## src/source/vec_pkg.sv

```systemverilog
package vec_pkg;

    // float16 geometry
    localparam int fp_width  = 16;
    localparam int exp_width = 5;
    localparam int man_width = 10;
    localparam int exp_bias  = 15;
    localparam logic [exp_width-1:0] exp_max = '1;   // all ones, infinity

    localparam int lanes   = 3;   // x, y, z
    localparam int latency = 5;   // valid_in edge to valid_out, every opcode

    typedef logic [fp_width-1:0] float16;   // sign, exponent, mantissa
    typedef float16 [lanes-1:0] vec3;        // lane 0 is x

    // opcodes seen at the top level
    typedef enum logic [1:0] {
        op_mul  = 2'd0,   // elementwise product, also scale
        op_add  = 2'd1,   // translation
        op_dot  = 2'd2,   // a.b
        op_dot2 = 2'd3    // 2*(a.b)
    } vec_op_e;

    typedef enum logic {
        lane_mul = 1'b0,
        lane_add = 1'b1
    } lane_op_e;

    // what the result stage does with the lanes
    typedef enum logic [1:0] {
        red_none       = 2'd0,
        red_sum        = 2'd1,
        red_sum_double = 2'd2
    } reduce_e;

endpackage

```

## src/source/fp16_mul.sv

```systemverilog
`timescale 1ns/1ps

module fp16_mul (
    input  vec_pkg::float16 x,
    input  vec_pkg::float16 y,
    output vec_pkg::float16 p
);
    import vec_pkg::*;

    logic                 sign;     // xor of input signs
    logic [exp_width-1:0] ex;
    logic [exp_width-1:0] ey;
    logic                 x_zero;   // zero or subnormal
    logic                 y_zero;
    logic                 x_inf;
    logic                 y_inf;
    logic [21:0]          prod;     // 11 x 11 significands
    logic                 norm;     // product landed in [2,4)
    logic [man_width-1:0] frac;
    logic [6:0]           e_sum;    // carries the bias twice
    logic [6:0]           e_res;

    assign sign   = x[fp_width-1] ^ y[fp_width-1];
    assign ex     = x[man_width +: exp_width];
    assign ey     = y[man_width +: exp_width];
    assign x_zero = (ex == '0);       // subnormals read as zero
    assign y_zero = (ey == '0);
    assign x_inf  = (ex == exp_max);
    assign y_inf  = (ey == exp_max);

    assign prod  = {1'b1, x[man_width-1:0]} * {1'b1, y[man_width-1:0]};
    assign norm  = prod[21];
    assign frac  = norm ? prod[20:11] : prod[19:10];   // low bits dropped, truncation
    assign e_sum = ex + ey + norm;
    assign e_res = e_sum - 7'(exp_bias);

    always_comb begin
        if (x_inf || y_inf) begin
            p = {sign, exp_max, {man_width{1'b0}}};   // no nan, inf wins
        end else if (x_zero || y_zero || (e_sum <= exp_bias)) begin
            p = {sign, {(fp_width-1){1'b0}}};         // signed zero, covers underflow
        end else if (e_sum >= (exp_bias + exp_max)) begin
            p = {sign, exp_max, {man_width{1'b0}}};   // overflow to inf
        end else begin
            p = {sign, e_res[exp_width-1:0], frac};
        end
    end

endmodule

```

## src/source/fp16_add.sv

```systemverilog
`timescale 1ns/1ps

module fp16_add (
    input  vec_pkg::float16 x,
    input  vec_pkg::float16 y,
    output vec_pkg::float16 s
);
    import vec_pkg::*;

    logic [exp_width-1:0] ex;
    logic [exp_width-1:0] ey;
    logic [man_width-1:0] mx;         // mantissa, zeroed for subnormals
    logic [man_width-1:0] my;
    logic                 swap;       // y has the larger magnitude
    logic                 s_big;
    logic                 s_small;
    logic [exp_width-1:0] e_big;
    logic [exp_width-1:0] e_small;
    logic [13:0]          sig_big;    // hidden, mantissa, 3 guard bits
    logic [13:0]          sig_small;
    logic [exp_width-1:0] shift;
    logic [44:0]          sm_wide;    // room for any shift up to 30
    logic [13:0]          sig_al;     // aligned, sticky in lsb
    logic                 sub;
    logic [14:0]          sum;        // one carry bit on top
    logic [3:0]           lz;
    logic [14:0]          norm;
    logic [5:0]           e_top;
    logic [5:0]           e_res;

    assign ex = x[man_width +: exp_width];
    assign ey = y[man_width +: exp_width];
    assign mx = (ex == '0) ? '0 : x[man_width-1:0];   // flush subnormal
    assign my = (ey == '0) ? '0 : y[man_width-1:0];

    // order by magnitude so the subtract never goes negative
    assign swap    = {ey, my} > {ex, mx};
    assign s_big   = swap ? y[fp_width-1] : x[fp_width-1];
    assign s_small = swap ? x[fp_width-1] : y[fp_width-1];
    assign e_big   = swap ? ey : ex;
    assign e_small = swap ? ex : ey;
    assign sig_big   = swap ? {(ey != '0), my, 3'b000} : {(ex != '0), mx, 3'b000};
    assign sig_small = swap ? {(ex != '0), mx, 3'b000} : {(ey != '0), my, 3'b000};

    // align the smaller one, keep what falls off as a sticky bit
    assign shift   = e_big - e_small;
    assign sm_wide = {sig_small, 31'b0} >> shift;
    assign sig_al  = sm_wide[44:31] | {13'b0, |sm_wide[30:0]};

    assign sub = s_big ^ s_small;
    assign sum = sub ? ({1'b0, sig_big} - {1'b0, sig_al})
                     : ({1'b0, sig_big} + {1'b0, sig_al});

    // leading zero count, highest set bit wins
    always_comb begin
        lz = 4'd15;
        for (int i = 0; i < 15; i++) begin
            if (sum[i]) lz = 4'(14 - i);
        end
    end

    assign norm  = sum << lz;               // hidden bit to bit 14
    assign e_top = {1'b0, e_big} + 6'd1;    // +1 for the carry slot
    assign e_res = e_top - {2'b0, lz};

    always_comb begin
        if ((ex == exp_max) || (ey == exp_max)) begin
            s = {s_big, exp_max, {man_width{1'b0}}};       // inf is always the big one
        end else if (sum == '0) begin
            s = {s_big & s_small, {(fp_width-1){1'b0}}};   // cancel gives +0, -0 + -0 stays -0
        end else if (e_top <= {2'b0, lz}) begin
            s = {s_big, {(fp_width-1){1'b0}}};             // underflow, keep sign
        end else if (e_res >= {1'b0, exp_max}) begin
            s = {s_big, exp_max, {man_width{1'b0}}};       // overflow
        end else begin
            s = {s_big, e_res[exp_width-1:0], norm[13:4]}; // guard bits dropped
        end
    end

endmodule

```

## src/source/vec_decode.sv

```systemverilog
`timescale 1ns/1ps

module vec_decode (
    input  logic              clk,
    input  logic              rst,
    input  logic              valid_in,
    input  vec_pkg::vec_op_e  op,
    input  vec_pkg::vec3      a,
    input  vec_pkg::vec3      b,
    output logic              dec_valid,
    output vec_pkg::lane_op_e dec_lane_op,
    output vec_pkg::reduce_e  dec_reduce,
    output vec_pkg::vec3      dec_a,
    output vec_pkg::vec3      dec_b
);
    import vec_pkg::*;

    lane_op_e lane_op_nx;
    reduce_e  reduce_nx;

    always_comb begin
        lane_op_nx = lane_mul;    // mul, dot and dot2 all multiply lanes
        reduce_nx  = red_none;
        case (op)
            op_add:  lane_op_nx = lane_add;
            op_dot:  reduce_nx  = red_sum;
            op_dot2: reduce_nx  = red_sum_double;
            default: lane_op_nx = lane_mul;   // op_mul, scale
        endcase
    end

    always_ff @(posedge clk) begin
        if (rst) begin
            dec_valid   <= 1'b0;
            dec_lane_op <= lane_mul;
            dec_reduce  <= red_none;
        end else begin
            dec_valid   <= valid_in;
            dec_lane_op <= lane_op_nx;
            dec_reduce  <= reduce_nx;
        end
    end

    always_ff @(posedge clk) begin
        dec_a <= a;   // operands, qualified by dec_valid
        dec_b <= b;
    end

endmodule

```

## src/source/vec_execute.sv

```systemverilog
`timescale 1ns/1ps

module vec_execute (
    input  logic              clk,
    input  logic              rst,
    input  logic              dec_valid,
    input  vec_pkg::lane_op_e dec_lane_op,
    input  vec_pkg::reduce_e  dec_reduce,
    input  vec_pkg::vec3      dec_a,
    input  vec_pkg::vec3      dec_b,
    output logic              ex_valid,
    output vec_pkg::reduce_e  ex_reduce,
    output vec_pkg::vec3      ex_lanes
);
    import vec_pkg::*;

    vec3 prod;       // per lane a*b
    vec3 sum;        // per lane a+b
    vec3 lane_res;   // chosen by lane op

    for (genvar i = 0; i < lanes; i++) begin : g_lane
        fp16_mul u_mul (
            .x (dec_a[i]),
            .y (dec_b[i]),
            .p (prod[i])
        );
        fp16_add u_add (
            .x (dec_a[i]),
            .y (dec_b[i]),
            .s (sum[i])
        );
        assign lane_res[i] = (dec_lane_op == lane_add) ? sum[i] : prod[i];
    end

    always_ff @(posedge clk) begin
        if (rst) begin
            ex_valid  <= 1'b0;
            ex_reduce <= red_none;
        end else begin
            ex_valid  <= dec_valid;
            ex_reduce <= dec_reduce;   // follows its lanes to result
        end
    end

    always_ff @(posedge clk) begin
        ex_lanes <= lane_res;
    end

endmodule

```

## src/source/vec_result.sv

```systemverilog
`timescale 1ns/1ps

module vec_result (
    input  logic             clk,
    input  logic             rst,
    input  logic             ex_valid,
    input  vec_pkg::reduce_e ex_reduce,
    input  vec_pkg::vec3     ex_lanes,
    output logic             valid_out,
    output vec_pkg::vec3     res,
    output vec_pkg::float16  dot
);
    import vec_pkg::*;

    float16  xy;          // x+y, comb
    float16  xyz;         // (x+y)+z, comb
    float16  dbl;         // sum+sum, comb
    float16  s1_xy;
    vec3     s1_lanes;    // z read from lane 2 here
    reduce_e s1_reduce;
    logic    s1_valid;
    float16  s2_sum;
    vec3     s2_lanes;
    reduce_e s2_reduce;
    logic    s2_valid;

    fp16_add u_add_xy (
        .x (ex_lanes[0]),
        .y (ex_lanes[1]),
        .s (xy)
    );
    fp16_add u_add_z (
        .x (s1_xy),
        .y (s1_lanes[2]),
        .s (xyz)
    );
    fp16_add u_add_dbl (
        .x (s2_sum),
        .y (s2_sum),
        .s (dbl)
    );

    always_ff @(posedge clk) begin
        if (rst) begin
            s1_valid  <= 1'b0;
            s2_valid  <= 1'b0;
            valid_out <= 1'b0;
            s1_reduce <= red_none;
            s2_reduce <= red_none;
        end else begin
            s1_valid  <= ex_valid;
            s2_valid  <= s1_valid;
            valid_out <= s2_valid;   // 3 cycles after ex_valid
            s1_reduce <= ex_reduce;
            s2_reduce <= s1_reduce;
        end
    end

    // data path, lanes ride beside the sum
    always_ff @(posedge clk) begin
        s1_xy    <= xy;
        s1_lanes <= ex_lanes;
        s2_sum   <= xyz;
        s2_lanes <= s1_lanes;
        res      <= s2_lanes;
        dot      <= (s2_reduce == red_sum_double) ? dbl : s2_sum;   // plain sum otherwise
    end

endmodule

```

## src/source/vec_unit.sv

```systemverilog
`timescale 1ns/1ps

module vec_unit (
    input  logic             clk,
    input  logic             rst,
    input  logic             valid_in,
    input  vec_pkg::vec_op_e op,
    input  vec_pkg::vec3     a,
    input  vec_pkg::vec3     b,
    output logic             valid_out,
    output vec_pkg::vec3     res,
    output vec_pkg::float16  dot
);
    import vec_pkg::*;

    // decode to execute
    logic     dec_valid;
    lane_op_e dec_lane_op;
    reduce_e  dec_reduce;
    vec3      dec_a;
    vec3      dec_b;

    // execute to result
    logic     ex_valid;
    reduce_e  ex_reduce;
    vec3      ex_lanes;

    vec_decode u_decode (
        .clk         (clk),
        .rst         (rst),
        .valid_in    (valid_in),
        .op          (op),
        .a           (a),
        .b           (b),
        .dec_valid   (dec_valid),
        .dec_lane_op (dec_lane_op),
        .dec_reduce  (dec_reduce),
        .dec_a       (dec_a),
        .dec_b       (dec_b)
    );

    vec_execute u_execute (
        .clk         (clk),
        .rst         (rst),
        .dec_valid   (dec_valid),
        .dec_lane_op (dec_lane_op),
        .dec_reduce  (dec_reduce),
        .dec_a       (dec_a),
        .dec_b       (dec_b),
        .ex_valid    (ex_valid),
        .ex_reduce   (ex_reduce),
        .ex_lanes    (ex_lanes)
    );

    vec_result u_result (
        .clk       (clk),
        .rst       (rst),
        .ex_valid  (ex_valid),
        .ex_reduce (ex_reduce),
        .ex_lanes  (ex_lanes),
        .valid_out (valid_out),
        .res       (res),
        .dot       (dot)
    );

endmodule

```

## config.mk

```make
export PLATFORM = sky130hd
export DESIGN_NAME = vec_unit
export DESIGN_NICKNAME = d
export VERILOG_FILES = /design/src/source/vec_pkg.sv /design/src/source/fp16_mul.sv /design/src/source/fp16_add.sv /design/src/source/vec_decode.sv /design/src/source/vec_execute.sv /design/src/source/vec_result.sv /design/src/source/vec_unit.sv
export SDC_FILE = /design/constraint.sdc
export NUM_CORES = 2
export LEC_CHECK = 0
export BUFFER_PORTS_ARGS = -buffer_cell sky130_fd_sc_hd__buf_2
export CAP_MARGIN = 25
export CORE_MARGIN = 2
export CORE_UTILIZATION = 50
export DETAILED_ROUTE_END_ITERATION = 10
export GPL_TIMING_DRIVEN = 1
export HOLD_SLACK_MARGIN = 0.02
export PLACE_DENSITY = 0.67
export RECOVER_POWER = 50
export SYNTH_ARGS = -nofsm -noshare
export SYNTH_HDL_FRONTEND = slang
export SYNTH_SLANG_ARGS = --single-unit
```

## constraint.sdc

```tcl
create_clock -name clk -period 14.54 [get_ports clk]
set_input_delay 3.635 -clock clk [delete_from_list [all_inputs] [get_ports clk]]
set_output_delay 3.635 -clock clk [all_outputs]
set_load 0.05 [all_outputs]
```

==> impl_metrics.json <==
{
  "status": "finished, final reports clean",
  "drc": 0,
  "tightestPinTransition_ps": 1036,
  "syn_to_final_growth_pct": 7.582,
  "cts_root_buf": "clkbuf_16",
  "slowest_delay_ps": 600,
  "grt_pass1_wl_mm": 188.2,
  "nNetsFinal": 5803,
  "rsz0062_at_grt": "no",
  "wl_per_cell_um": 18.90,
  "place.gp.congestion": 0.9742,
  "fmax_mhz": 73.51,
  "overflow": 0,
  "setup-violations-final": 0,
  "diodes": 0,
  "antenna_found_initial": 10,
  "maxCapViolCount": 0,
  "cts.path.max_buffers": 3,
  "cts_hold_buf": 0,
  "met1_length_mm": 52.47,
  "worstPathArrival_ps": 14040,
  "die_area_um2": 83550,
  "min_period_ps": 13600,
  "syn_area_um2": 40630,
  "ys_ff_latch": 350,
  "path_max_fanout": 13,
  "topRoutingLayerUsed": "met5",
  "dp_hpwl_mm": 93.66,
  "ioPinCount": 166,
  "end_kind": "register",
  "cts_tree": "yes",
  "drt_wl_total_mm": 116.8,
  "final_cell_mix": "595 x nand2_1, 483 x inv_1, 367 x nor2_1",
  "cp_common_cell": "ha_1",
  "hp-class": "reg2reg",
  "syn_inst": 5036,
  "grt_pass1_vias": 34960,
  "slew_headroom": 0.2983,
  "drt_iter0_drc": 3013,
  "clkTransAtPathRegs_ps": 60,
  "wl_met3_mm": 8.192,
  "initial_core_util": 0.5044,
  "ant_nets": 0,
  "slew_violations": 0,
  "final.period_utilization": 0.9355,
  "synth_warnings": 0,
  "vias_per_cell": 5.950,
  "io_buffers": 165,
  "clock_latency_ps": 600,
  "numCtsBuffers": 42,
  "crit_slowest_cell": "or4_1",
  "avgSynthCellArea_um2": 8.068,
  "crit_path_start_kind": "register",
  "drt_pass1_iterations": 6,
  "finalClockSkew_ps": 32.03,
  "final_common_cell": "nand2_1",
  "die-height_um": 289.1,
  "synth_flop_cell": "dfxtp_1",
  "synthesis.nets": 5751,
  "synth_cell_types": 118,
  "grt_max_degree": 54,
  "die_w_um": 289.1,
  "std_cell_rows": 104,
  "finalSetupTns_ps": 0,
  "num_vias": 36770,
  "crit_required_ps": 14980,
  "core_area_um2": 80550,
  "hold_violations": 0,
  "wl_met2_mm": 52.79,
  "drive_gt1_frac": 0.09395,
  "track_usage": 0.2775,
  "htree_levels": 2,
  "synth_edf_count": 0,
  "clock-sinks": 350,
  "critPathKind": "reg2reg",
  "async_flop_share": 0,
  "ys_seq_area_frac": 0.1725
}
-- per-layer routing --
metal	vias up	GRT usage
met5	-	0
met4	2	0.07887
met3	182	0.03945
met2	1250	0.4520
met1	17490	0.3832
li1	17840	-
-- Yosys cell counts (112+ instances only) --
master,instances,area (um^2)
ha_1,365,4567
clkbuf_1,147,551.8
fa_1,249,4985
and2_1,221,1383
nand2_1,595,2233
nor3_1,119,595.6
inv_1,483,1813
nand3_1,118,590.6
mux2i_1,112,1121
o21ai_0,267,1336
nor2_1,367,1378
dfxtp_1,350,7007
a21oi_1,269,1346
-- flip-flops by register name, indices dropped and copies added, names as in the netlist, 16 cells and up --
signal and flops:
u_result.s2_sum 16, u_result.s1_lanes 48, u_result.dot 16, u_decode.dec_a 48, u_result.res 48, u_result.s2_lanes 48, u_result.s1_xy 16, u_decode.dec_b 48
u_execute.ex_lanes 48
-- final timing paths --
path / endpoint / startpoint / slack [ps] / cells past startpoint
hold / removal: u_result.s1_lanes[34] / u_execute.ex_lanes[34] / 320 / 0
setup / recovery: u_execute.ex_lanes[41] / u_decode.dec_b[45] / 940 / 52
setup reg to reg: u_execute.ex_lanes[41] / u_decode.dec_b[45] / 940 / 52
hold reg to reg: u_result.s1_lanes[34] / u_execute.ex_lanes[34] / 320 / 0
-- through the flow --
step | instances | util | setup WS (ps) | hold WS (ps) | area [um^2]
6_report | 6180 | 0.5427 | 937.2 | 316.7 | 43710
5_1_grt | 6180 | 0.5427 | 49.24 | 325.3 | 43710
4_1_cts | 6176 | 0.5422 | 1153 | 323.0 | 43680
3_5_place_dp | 6100 | 0.5244 | 1208 | 312.1 | 42240
3_3_place_gp | 6100 | 0.5244 | 1213 | 310.1 | 42240
2_1_floorplan | 5036 | - | 2701 | 309.6 | 40630
-- area by class of cell --
cell class              instances  area [um^2]
clock inverters                28        325.3
fillers                      7709        36840
flip-flops and latches        350         7007
inverters                     499         1876
well taps                    1060         1326
repair buffers                200         1086
clock buffers                  48         1115
multi-input cells            3995        30970
-- worst max-delay path, delay by kind of cell (launching register included) --
kind	cells	cell delay (ps)
AND/OR/NAND/NOR	20	5090
AO/OA/AOI/OAI	20	4890
adder cells (fa/ha/maj)	5	1500
multiplexers	1	600
XOR/XNOR	3	590
flip-flops	1	410
buffers and inverters	3	360
-- repair_timing --
action	CTS	global route
endpoints found under the setup margin	0	2
gates resized for setup	0	1
buffers inserted	0	4
endpoints found under the hold margin	0	0
-- cell families after synthesis --
logic type / after synthesis / synth area share
adder cells (fa/ha/maj): 614 / 0.2351
buffers and inverters: 691 / 0.06612
AND/OR/NAND/NOR: 1804 / 0.2174
XOR/XNOR: 191 / 0.04136
flip-flops: 350 / 0.1725
multiplexers: 198 / 0.06852
AO/OA/AOI/OAI: 1188 / 0.1990
Power is left out: the tool's default activity adds up to more than one toggle a clock period on the data nets, which glitch-free logic cannot reach.
